File: src/control_pkg.sv
`default_nettype none

package control_pkg;

    ////////////////////////////////////////
    // widths with a meaning

    typedef logic [7:0]  apb_addr_t;
    typedef logic [31:0] apb_data_t;
    typedef logic [31:0] count_t;

    // status LED pin modes
    typedef enum logic [1:0] {
        led_status = 2'd0,
        mirror_opt = 2'd1,
        mirror_dc  = 2'd2,
        released   = 2'd3
    } reset_mode_t;

    ////////////////////////////////////////
    // bus and control bundles

    typedef struct packed {
        logic      psel;
        logic      penable;
        logic      pwrite;
        apb_addr_t paddr;
        apb_data_t pwdata;
    } apb_req_t;

    typedef struct packed {
        apb_data_t prdata;
        logic      pslverr;
    } apb_rsp_t;

    // raw inputs, lock and ready are asynchronous
    typedef struct packed {
        logic pll54_locked;
        logic pll_hdmi_locked;
        logic adv_ready;
        logic resync;
        logic force_generate;
    } link_status_t;

    typedef struct packed {
        logic pll54_locked;
        logic pll_hdmi_locked;
        logic adv_ready;
        logic resync;
        logic force_generate;
    } sync_status_t;

    typedef struct packed {
        logic oe;
        logic level;
    } led_pin_t;

    typedef struct packed {
        count_t pll54_losses;
        count_t pll_hdmi_losses;
        count_t resync_events;
    } fault_counts_t;

    typedef struct packed {
        logic        dc_request;
        logic        opt_request;
        reset_mode_t mode;
    } reset_control_t;

    ////////////////////////////////////////
    // register map

    localparam apb_addr_t reg_control         = 8'h00;
    localparam apb_addr_t reg_status          = 8'h04;
    localparam apb_addr_t reg_pll54_losses    = 8'h08;
    localparam apb_addr_t reg_pll_hdmi_losses = 8'h0C;
    localparam apb_addr_t reg_resync_events   = 8'h10;
    localparam apb_addr_t reg_clear           = 8'h14;

endpackage

`default_nettype wire

File: src/control_regs.sv
`default_nettype none

module control_regs (
    input  wire                         control_clock,
    input  wire                         reset_dc,
    input  wire control_pkg::apb_req_t       apb_req,
    output control_pkg::apb_rsp_t       apb_rsp,
    input  wire control_pkg::sync_status_t   sync_status,
    input  wire                         dc_nreset,
    input  wire                         opt_nreset,
    input  wire control_pkg::fault_counts_t  fault_counts,
    output control_pkg::reset_control_t reset_control,
    output logic                        clear_counters
);

    import control_pkg::*;

    logic      access;
    logic      hit_control;
    logic      hit_status;
    logic      hit_pll54;
    logic      hit_pll_hdmi;
    logic      hit_resync;
    logic      hit_clear;
    logic      mapped;
    logic      read_only;
    logic      access_error;
    logic      write_ok;
    logic      read_ok;
    apb_data_t read_data;

    ////////////////////////////////////////
    // decode

    // access phase only, setup cycle does nothing
    assign access = apb_req.psel && apb_req.penable;

    assign hit_control  = apb_req.paddr == reg_control;
    assign hit_status   = apb_req.paddr == reg_status;
    assign hit_pll54    = apb_req.paddr == reg_pll54_losses;
    assign hit_pll_hdmi = apb_req.paddr == reg_pll_hdmi_losses;
    assign hit_resync   = apb_req.paddr == reg_resync_events;
    assign hit_clear    = apb_req.paddr == reg_clear;

    assign mapped = hit_control || hit_status || hit_pll54 || hit_pll_hdmi ||
                    hit_resync || hit_clear;
    assign read_only = hit_status || hit_pll54 || hit_pll_hdmi || hit_resync;

    assign access_error = !mapped || (apb_req.pwrite && read_only);
    assign write_ok     = access && apb_req.pwrite && !access_error;
    assign read_ok      = access && !apb_req.pwrite && !access_error;

    ////////////////////////////////////////
    // control register

    always_ff @(posedge control_clock) begin
        if (reset_dc) begin
            reset_control <= '{dc_request: 1'b0, opt_request: 1'b0, mode: led_status};
        end else if (write_ok && hit_control) begin
            reset_control <= '{
                dc_request:  apb_req.pwdata[0],
                opt_request: apb_req.pwdata[1],
                mode:        reset_mode_t'(apb_req.pwdata[3:2])
            };
        end
    end

    // counters clear on the edge that ends this cycle
    assign clear_counters = write_ok && hit_clear;

    ////////////////////////////////////////
    // read mux

    always_comb begin
        read_data = '0;
        if (hit_control) begin
            read_data[0]   = reset_control.dc_request;
            read_data[1]   = reset_control.opt_request;
            read_data[3:2] = reset_control.mode;
        end else if (hit_status) begin
            read_data[0] = sync_status.pll54_locked;
            read_data[1] = sync_status.pll_hdmi_locked;
            read_data[2] = sync_status.adv_ready;
            read_data[3] = sync_status.resync;
            read_data[4] = sync_status.force_generate;
            read_data[5] = dc_nreset;
            read_data[6] = opt_nreset;
        end else if (hit_pll54) begin
            read_data = fault_counts.pll54_losses;
        end else if (hit_pll_hdmi) begin
            read_data = fault_counts.pll_hdmi_losses;
        end else if (hit_resync) begin
            read_data = fault_counts.resync_events;
        end
    end

    // zero outside the access cycle
    assign apb_rsp.prdata  = read_ok ? read_data : '0;
    assign apb_rsp.pslverr = access && access_error;

endmodule

`default_nettype wire

File: src/dcxplus_control.sv
`default_nettype none

module dcxplus_control #(
    parameter int unsigned hold_cycles   = 32_000_000,
    parameter int          slow_glow_bit = 26,
    parameter int          fast_glow_bit = 22,
    parameter int          blink_bit     = 24
) (
    input  wire                        control_clock,
    input  wire                        reset_dc,
    input  wire control_pkg::apb_req_t      apb_req,
    output control_pkg::apb_rsp_t      apb_rsp,
    input  wire control_pkg::link_status_t  link_status,
    output logic                       dc_nreset,
    output logic                       opt_nreset,
    output control_pkg::led_pin_t      status_led
);

    import control_pkg::*;

    reset_control_t reset_control;
    sync_status_t   sync_status;
    fault_counts_t  fault_counts;
    logic           clear_counters;
    logic           slow_glow_out;
    logic           fast_glow_out;

    ////////////////////////////////////////
    // register block and monitor

    control_regs regs (
        .control_clock  (control_clock),
        .reset_dc       (reset_dc),
        .apb_req        (apb_req),
        .apb_rsp        (apb_rsp),
        .sync_status    (sync_status),
        .dc_nreset      (dc_nreset),
        .opt_nreset     (opt_nreset),
        .fault_counts   (fault_counts),
        .reset_control  (reset_control),
        .clear_counters (clear_counters)
    );

    lock_monitor monitor (
        .control_clock  (control_clock),
        .reset_dc       (reset_dc),
        .link_status    (link_status),
        .clear_counters (clear_counters),
        .sync_status    (sync_status),
        .fault_counts   (fault_counts)
    );

    ////////////////////////////////////////
    // reset lines

    reset_hold_timer #(.hold_cycles(hold_cycles)) dc_hold (
        .control_clock (control_clock),
        .reset_dc      (reset_dc),
        .request       (reset_control.dc_request),
        .nreset        (dc_nreset)
    );

    // optical drive emulator
    reset_hold_timer #(.hold_cycles(hold_cycles)) opt_hold (
        .control_clock (control_clock),
        .reset_dc      (reset_dc),
        .request       (reset_control.opt_request),
        .nreset        (opt_nreset)
    );

    ////////////////////////////////////////
    // status led

    led_glow #(.glow_bit(slow_glow_bit)) slow_glow (
        .control_clock (control_clock),
        .reset_dc      (reset_dc),
        .glow          (slow_glow_out)
    );

    led_glow #(.glow_bit(fast_glow_bit)) fast_glow (
        .control_clock (control_clock),
        .reset_dc      (reset_dc),
        .glow          (fast_glow_out)
    );

    status_led_control #(.blink_bit(blink_bit)) led_control (
        .control_clock (control_clock),
        .reset_dc      (reset_dc),
        .reset_control (reset_control),
        .sync_status   (sync_status),
        .dc_nreset     (dc_nreset),
        .opt_nreset    (opt_nreset),
        .slow_glow     (slow_glow_out),
        .fast_glow     (fast_glow_out),
        .status_led    (status_led)
    );

endmodule

`default_nettype wire

File: src/led_glow.sv
`default_nettype none

module led_glow #(
    parameter int glow_bit = 22
) (
    input  wire  control_clock,
    input  wire  reset_dc,
    output logic glow
);

    // ramp bits sit right below the top bit, pwm phase in the low bits
    localparam int ramp_width = glow_bit / 2;

    logic [glow_bit:0]     glow_count;
    logic [ramp_width-1:0] ramp;
    logic [ramp_width-1:0] pwm_phase;

    // top bit picks up or down slope, giving a triangle
    assign ramp = glow_count[glow_bit] ?
                  glow_count[glow_bit-1 -: ramp_width] :
                  ~glow_count[glow_bit-1 -: ramp_width];

    assign pwm_phase = glow_count[ramp_width-1:0];

    always_ff @(posedge control_clock) begin
        if (reset_dc) begin
            glow_count <= '0;
            glow       <= 1'b0;
        end else begin
            glow_count <= glow_count + 1'b1;
            glow       <= ramp > pwm_phase;
        end
    end

endmodule

`default_nettype wire

File: src/lock_monitor.sv
`default_nettype none

module lock_monitor (
    input  wire                         control_clock,
    input  wire                         reset_dc,
    input  wire control_pkg::link_status_t   link_status,
    input  wire                         clear_counters,
    output control_pkg::sync_status_t   sync_status,
    output control_pkg::fault_counts_t  fault_counts
);

    import control_pkg::*;

    ////////////////////////////////////////
    // synchronizers

    // bit 0 pll54, bit 1 pll hdmi, bit 2 adv ready
    logic [2:0] async_in;
    logic [2:0] sync_meta;
    logic [2:0] sync_q;
    logic [1:0] sync_prev;
    logic [1:0] lock_fall;

    logic resync_q;
    logic resync_prev;
    logic resync_rise;
    logic force_q;

    assign async_in = {link_status.adv_ready, link_status.pll_hdmi_locked,
                       link_status.pll54_locked};

    always_ff @(posedge control_clock) begin
        if (reset_dc) begin
            sync_meta   <= '0;
            sync_q      <= '0;
            sync_prev   <= '0;
            resync_q    <= 1'b0;
            resync_prev <= 1'b0;
            resync_rise <= 1'b0;
            force_q     <= 1'b0;
        end else begin
            sync_meta   <= async_in;
            sync_q      <= sync_meta;
            sync_prev   <= sync_q[1:0];
            resync_q    <= link_status.resync;
            resync_prev <= resync_q;
            // delay the pulse to line up with the lock edges
            resync_rise <= resync_q && !resync_prev;
            force_q     <= link_status.force_generate;
        end
    end

    assign lock_fall = sync_prev & ~sync_q[1:0];

    assign sync_status = '{
        pll54_locked:    sync_q[0],
        pll_hdmi_locked: sync_q[1],
        adv_ready:       sync_q[2],
        resync:          resync_q,
        force_generate:  force_q
    };

    ////////////////////////////////////////
    // event counters

    always_ff @(posedge control_clock) begin
        if (reset_dc || clear_counters) begin
            fault_counts <= '0;
        end else begin
            if (lock_fall[0]) begin
                fault_counts.pll54_losses <= fault_counts.pll54_losses + 1'b1;
            end
            if (lock_fall[1]) begin
                fault_counts.pll_hdmi_losses <= fault_counts.pll_hdmi_losses + 1'b1;
            end
            if (resync_rise) begin
                fault_counts.resync_events <= fault_counts.resync_events + 1'b1;
            end
        end
    end

endmodule

`default_nettype wire

File: src/reset_hold_timer.sv
`default_nettype none

module reset_hold_timer #(
    parameter int unsigned hold_cycles = 32_000_000
) (
    input  wire  control_clock,
    input  wire  reset_dc,
    input  wire  request,
    output logic nreset
);

    import control_pkg::*;

    // nreset rises on the edge where the count reaches hold_cycles
    localparam count_t last_count = count_t'(hold_cycles - 1);

    count_t hold_count;

    always_ff @(posedge control_clock) begin
        if (reset_dc || request) begin
            hold_count <= '0;
            nreset     <= 1'b0;
        end else if (!nreset) begin
            hold_count <= hold_count + 1'b1;
            if (hold_count == last_count) begin
                nreset <= 1'b1;
            end
        end
    end

endmodule

`default_nettype wire

File: src/status_led_control.sv
`default_nettype none

module status_led_control #(
    parameter int blink_bit = 24
) (
    input  wire                         control_clock,
    input  wire                         reset_dc,
    input  wire control_pkg::reset_control_t reset_control,
    input  wire control_pkg::sync_status_t   sync_status,
    input  wire                         dc_nreset,
    input  wire                         opt_nreset,
    input  wire                         slow_glow,
    input  wire                         fast_glow,
    output control_pkg::led_pin_t       status_led
);

    import control_pkg::*;

    logic [blink_bit:0] blink_count;
    led_pin_t           pin_next;

    always_comb begin
        pin_next = '{oe: 1'b1, level: 1'b1};
        case (reset_control.mode)
            led_status: begin
                if (!sync_status.pll_hdmi_locked) begin
                    pin_next.level = 1'b1;
                end else if (sync_status.resync) begin
                    pin_next.level = ~fast_glow;
                end else if (sync_status.force_generate) begin
                    // blink between glow and off
                    pin_next.level = blink_count[blink_bit] ? ~fast_glow : 1'b1;
                end else if (sync_status.adv_ready) begin
                    pin_next.level = 1'b0;
                end else begin
                    pin_next.level = ~slow_glow;
                end
            end
            // pull low only while the chosen line is held
            mirror_opt: begin
                pin_next.oe    = ~opt_nreset;
                pin_next.level = 1'b0;
            end
            mirror_dc: begin
                pin_next.oe    = ~dc_nreset;
                pin_next.level = 1'b0;
            end
            default: begin
                pin_next.oe    = 1'b0;
                pin_next.level = 1'b1;
            end
        endcase
    end

    always_ff @(posedge control_clock) begin
        if (reset_dc) begin
            blink_count <= '0;
            status_led  <= '{oe: 1'b1, level: 1'b1};
        end else begin
            blink_count <= blink_count + 1'b1;
            status_led  <= pin_next;
        end
    end

endmodule

`default_nettype wire

File: config.mk
export PLATFORM = sky130hd
export DESIGN_NAME = dcxplus_control
export DESIGN_NICKNAME = d
export VERILOG_FILES = /design/src/control_pkg.sv /design/src/control_regs.sv /design/src/dcxplus_control.sv /design/src/led_glow.sv /design/src/lock_monitor.sv /design/src/reset_hold_timer.sv /design/src/status_led_control.sv
export SDC_FILE = /design/constraint.sdc
export NUM_CORES = 1
export LEC_CHECK = 0
export BUFFER_PORTS_ARGS = -buffer_cell sky130_fd_sc_hd__buf_4
export CAP_MARGIN = 0
export CORE_MARGIN = 1
export CORE_UTILIZATION = 45
export CTS_BUF_LIST = sky130_fd_sc_hd__clkbuf_8 sky130_fd_sc_hd__clkbuf_16
export CTS_CLUSTER_DIAMETER = 200
export DETAILED_ROUTE_END_ITERATION = 12
export GPL_ROUTABILITY_DRIVEN = 0
export PLACE_DENSITY = 0.67
export RECOVER_POWER = 25
export SYNTH_ARGS = -nofsm -noshare
export SYNTH_HDL_FRONTEND = slang
export SYNTH_SLANG_ARGS = --single-unit
File: constraint.sdc
create_clock -name control_clock -period 3 [get_ports control_clock]
set_input_delay 0 -clock control_clock [delete_from_list [all_inputs] [get_ports control_clock]]
set_output_delay 0 -clock control_clock [all_outputs]
set_load 0.01 [all_outputs]
==> results.md <==
- Final Hold Vio Count: 0
- CTS max path bufs: 3
- TritonCTS Buffers: 30
- H-tree Lvls: 1
- FF-to-FF setup slack: 820 ps
- Register area share after synthesis: 40.27%
- Hold Buf Count CTS: 14
- Xor and xnor area share after synthesis: 15.08%
- Hold path cells: 3
- Worst Reg-to-Reg Cells: 7
- Worst R2R End: slow_glow.glow
- Power Dens Cells: 505.4 nW/um^2
- DR iter-0 viols: 677
- Die X: 170.5 um
- Final setup viols: 0
- DR vias: 10,593
- CP max stage delay: 1350 ps
- Global route overflow: 0
- Mapped Cells: 1,540
- Most common cell after layout, fill and taps aside: nor2_1
- First-pass GRT wire length: 47.19 mm
- Overall Power: 0.007405 W
- I/O pins: 87
- Worst slew pin tran: 1890 ps
- Top cell type's share of synthesized area: 40.27%
- YS warnings: 0
- CP delay by family, top: buffers and inverters
- Sink count of the clock tree: 257
- Crit-path max FO: 41
- Avg Inst Size Synth: 8.297 um^2
- Post-route minimum period: 2344 ps
- CP Cell Sequence: dlygate4sd3_1 > clkbuf_1 > or2_2 > nor2_1
- Largest net degree at the start of global routing: 97
- Vias in the first global route: 9,732
- Post-CTS Resized: 0
- Syn Nets: 1,626
- Static Leak: 4.952 nW
- Root Buffer: clkbuf_16
- Via density: 5.331
- Outcome: finished, violations left
- IO Port Bufs: 58
- Worst vdd ir: 409.6 uV
- Kind of critical path: in -> reg
- Chip height: 170.5 um
- Initial antenna violation count: 0
- Netlist Area Pre-Place: 12,780 um^2
- CP endpoint kind: flop
- Area contributors post-synth: dfxtp_1 40%, nor2_1 8.6%, xnor2_1 7.5%
- RSZ-0062 raised after global routing: no
- Setup TNS: 0 ps
- CTS tree: built
- FFs w/ async S/R, synth: 0%
- Final HPWL DP: 19.51 mm
- Reg area: 5145 um^2
- Tcrit/Tclk final: 78.12%
- Layout cells sized above 1: 7.893%
- EDFF count, synth: 0
- Post-synthesis simple-gate area fraction: 28.72%
- Die ar.: 29,070 um^2
- Fmax: 426.7 MHz
- Hold Path Origin: link_status[3]
- Worst Hold Class: in -> reg
- Synth Area in Compound Gates: 7.374%
- Fill cells: 2,618
- Slowest CP cell: clkbuf_1
- Post-DRT Antenna Nets: 0
- WP data required: 3410 ps
- Final Slew Violations: 41
- Placeable Area: 27,860 um^2
- Synth area leader: dfxtp_1
- Post-layout nets: 1,673
- Commonest non-fill, non-tap cells in the layout: 294 x nor2_1, 257 x dfxtp_1, 110 x xnor2_1, 110 x xor2_1
- Multi-input gate area: 7144 um^2
- Max-cap check violation count: 1
- Diode count: 0
- Endpoint, Worst Hold: monitor.sync_meta[1]
- Post-route DRC: 0
- Yosys cell types: 56
- TritonRoute pass-1 iters: 4
- Num rows: 61
- P&R area growth vs syn: 14.66%
- Final wirelength: 28.17 mm
- Slew margin rel.: -26.02%
- Failing checks: capacitance limit, slew limit
- Setup Skew: 20.56 ps
- Drt wl/cell: 14.17 um
- Largest family of logic cells by synthesized area: simple AND/OR/NAND/NOR gates
- Critical Path Source Type: input port
- Total GRT Usage: 19.57%
- Yosys reg bits: 257
- Worst skew pair latency: 560 ps
- Worst r2r src: slow_glow.glow_count[26]
- Ys flop type: dfxtp_1
- Post-CTS setup buffer count: 0
- Clock slew at reported path FFs: 60 ps
- Post-synthesis mux area share: 1.263%
- Post-Synth Adder-Cell Area: 3.525%
- Starting Density: 45.87%
- WP buf/inv: 2
- Critical Path AT: 2750 ps
stage by stage:
stage | utilization (%) | cells | instance area, um^2 | hold WS (ps) | setup WS, ps
4_1_cts | 52.71 | 1987 | 14680 | 168.8 | 787.9
3_5_place_dp | 48.52 | 1919 | 13520 | 214.7 | 800.9
3_3_place_gp | 48.52 | 1919 | 13520 | 217.2 | 847.4
5_1_grt | 52.59 | 1987 | 14650 | 184.9 | 406.9
2_1_floorplan | - | 1540 | 12780 | 79.12 | 791.1
6_report | 52.59 | 1987 | 14650 | 195.0 | 656.3
cells by family (layout without fill, tap and decap cells):
family                   count (synthesis)  after routing
AND/OR/NAND/NOR                        739            739
flip-flops                             257            257
XOR/XNOR                               220            220
AO/OA/AOI/OAI                          153            153
buffers and inverters                  119            188
adder cells (fa/ha/maj)                 36             36
multiplexers                            16             16
cell type report:
cell class              instances  share of cell area [%]
clock buffers                  35                   5.594
inverters                      50                   1.281
flip-flops and latches        257                   35.12
repair buffers                 84                   4.586
multi-input cells            1164                   48.77
well taps                     378                   3.228
clock inverters                19                   1.426
power breakdown:
part           internal (W)  leakage [nW]  switching [W]  total [W]
clock               0.00228         0.525        0.00144    0.00372
sequential          0.00344          2.08      0.0000296    0.00347
combinational     0.0000816          2.35       0.000127   0.000209
sequential cells by signal (all words and copies together), names as in the netlist, 2 cells and up:
name	count
fast_glow.glow_count	23
led_control.blink_count	25
led_control.status_led	2
monitor.sync_prev	2
slow_glow.glow_count	27
monitor.sync_meta	3
monitor.fault_counts	96
opt_hold.hold_count	32
dc_hold.hold_count	32
regs.reset_control	4
monitor.sync_q	3
worst register-to-register path, cell delays in order, from the launching register on:
cell	delay, ps
dfxtp_1	800
xnor2_1	200
ha_1	280
and3_1	210
o21ai_0	80
a311oi_1	110
a2111oi_0	310
nor3_1	80
per-layer routing:
| metal | routed length, um | GRT usage [%] | vias up | part of all wire, % |
|---|---|---|---|---|
| met5 | 0 | 0 | - | 0 |
| met4 | 711 | 5.719 | 0 | 2.5 |
| met3 | 1152 | 3.053 | 56 | 4.1 |
| met2 | 12600 | 31.32 | 194 | 45 |
| met1 | 13700 | 27.07 | 4939 | 49 |
| li1 | - | - | 5404 | - |
worst max-delay path by stage:
stage / end / depth (start not counted) / startpoint
finish: dc_hold.hold_count[28] / 4 / reset_dc
global route: dc_hold.hold_count[9] / 4 / reset_dc
CTS: slow_glow.glow / 7 / slow_glow.glow_count[26]
detailed placement: opt_hold.hold_count[30] / 7 / opt_hold.hold_count[0]
global placement: apb_rsp[18] / 8 / apb_req[39]
floorplan: slow_glow.glow / 9 / slow_glow.glow_count[26]
synth_stat cells (all sizes together) (33+ instances only):
cell / n
a21oi: 60
clkbuf: 45
dfxtp: 257
ha: 36
inv: 50
nand2: 75
nand3: 79
nand4: 79
nor2: 294
nor3: 48
o21ai: 34
or3: 33
xnor2: 110
xor2: 110
Power figures use the tool's default switching activity.
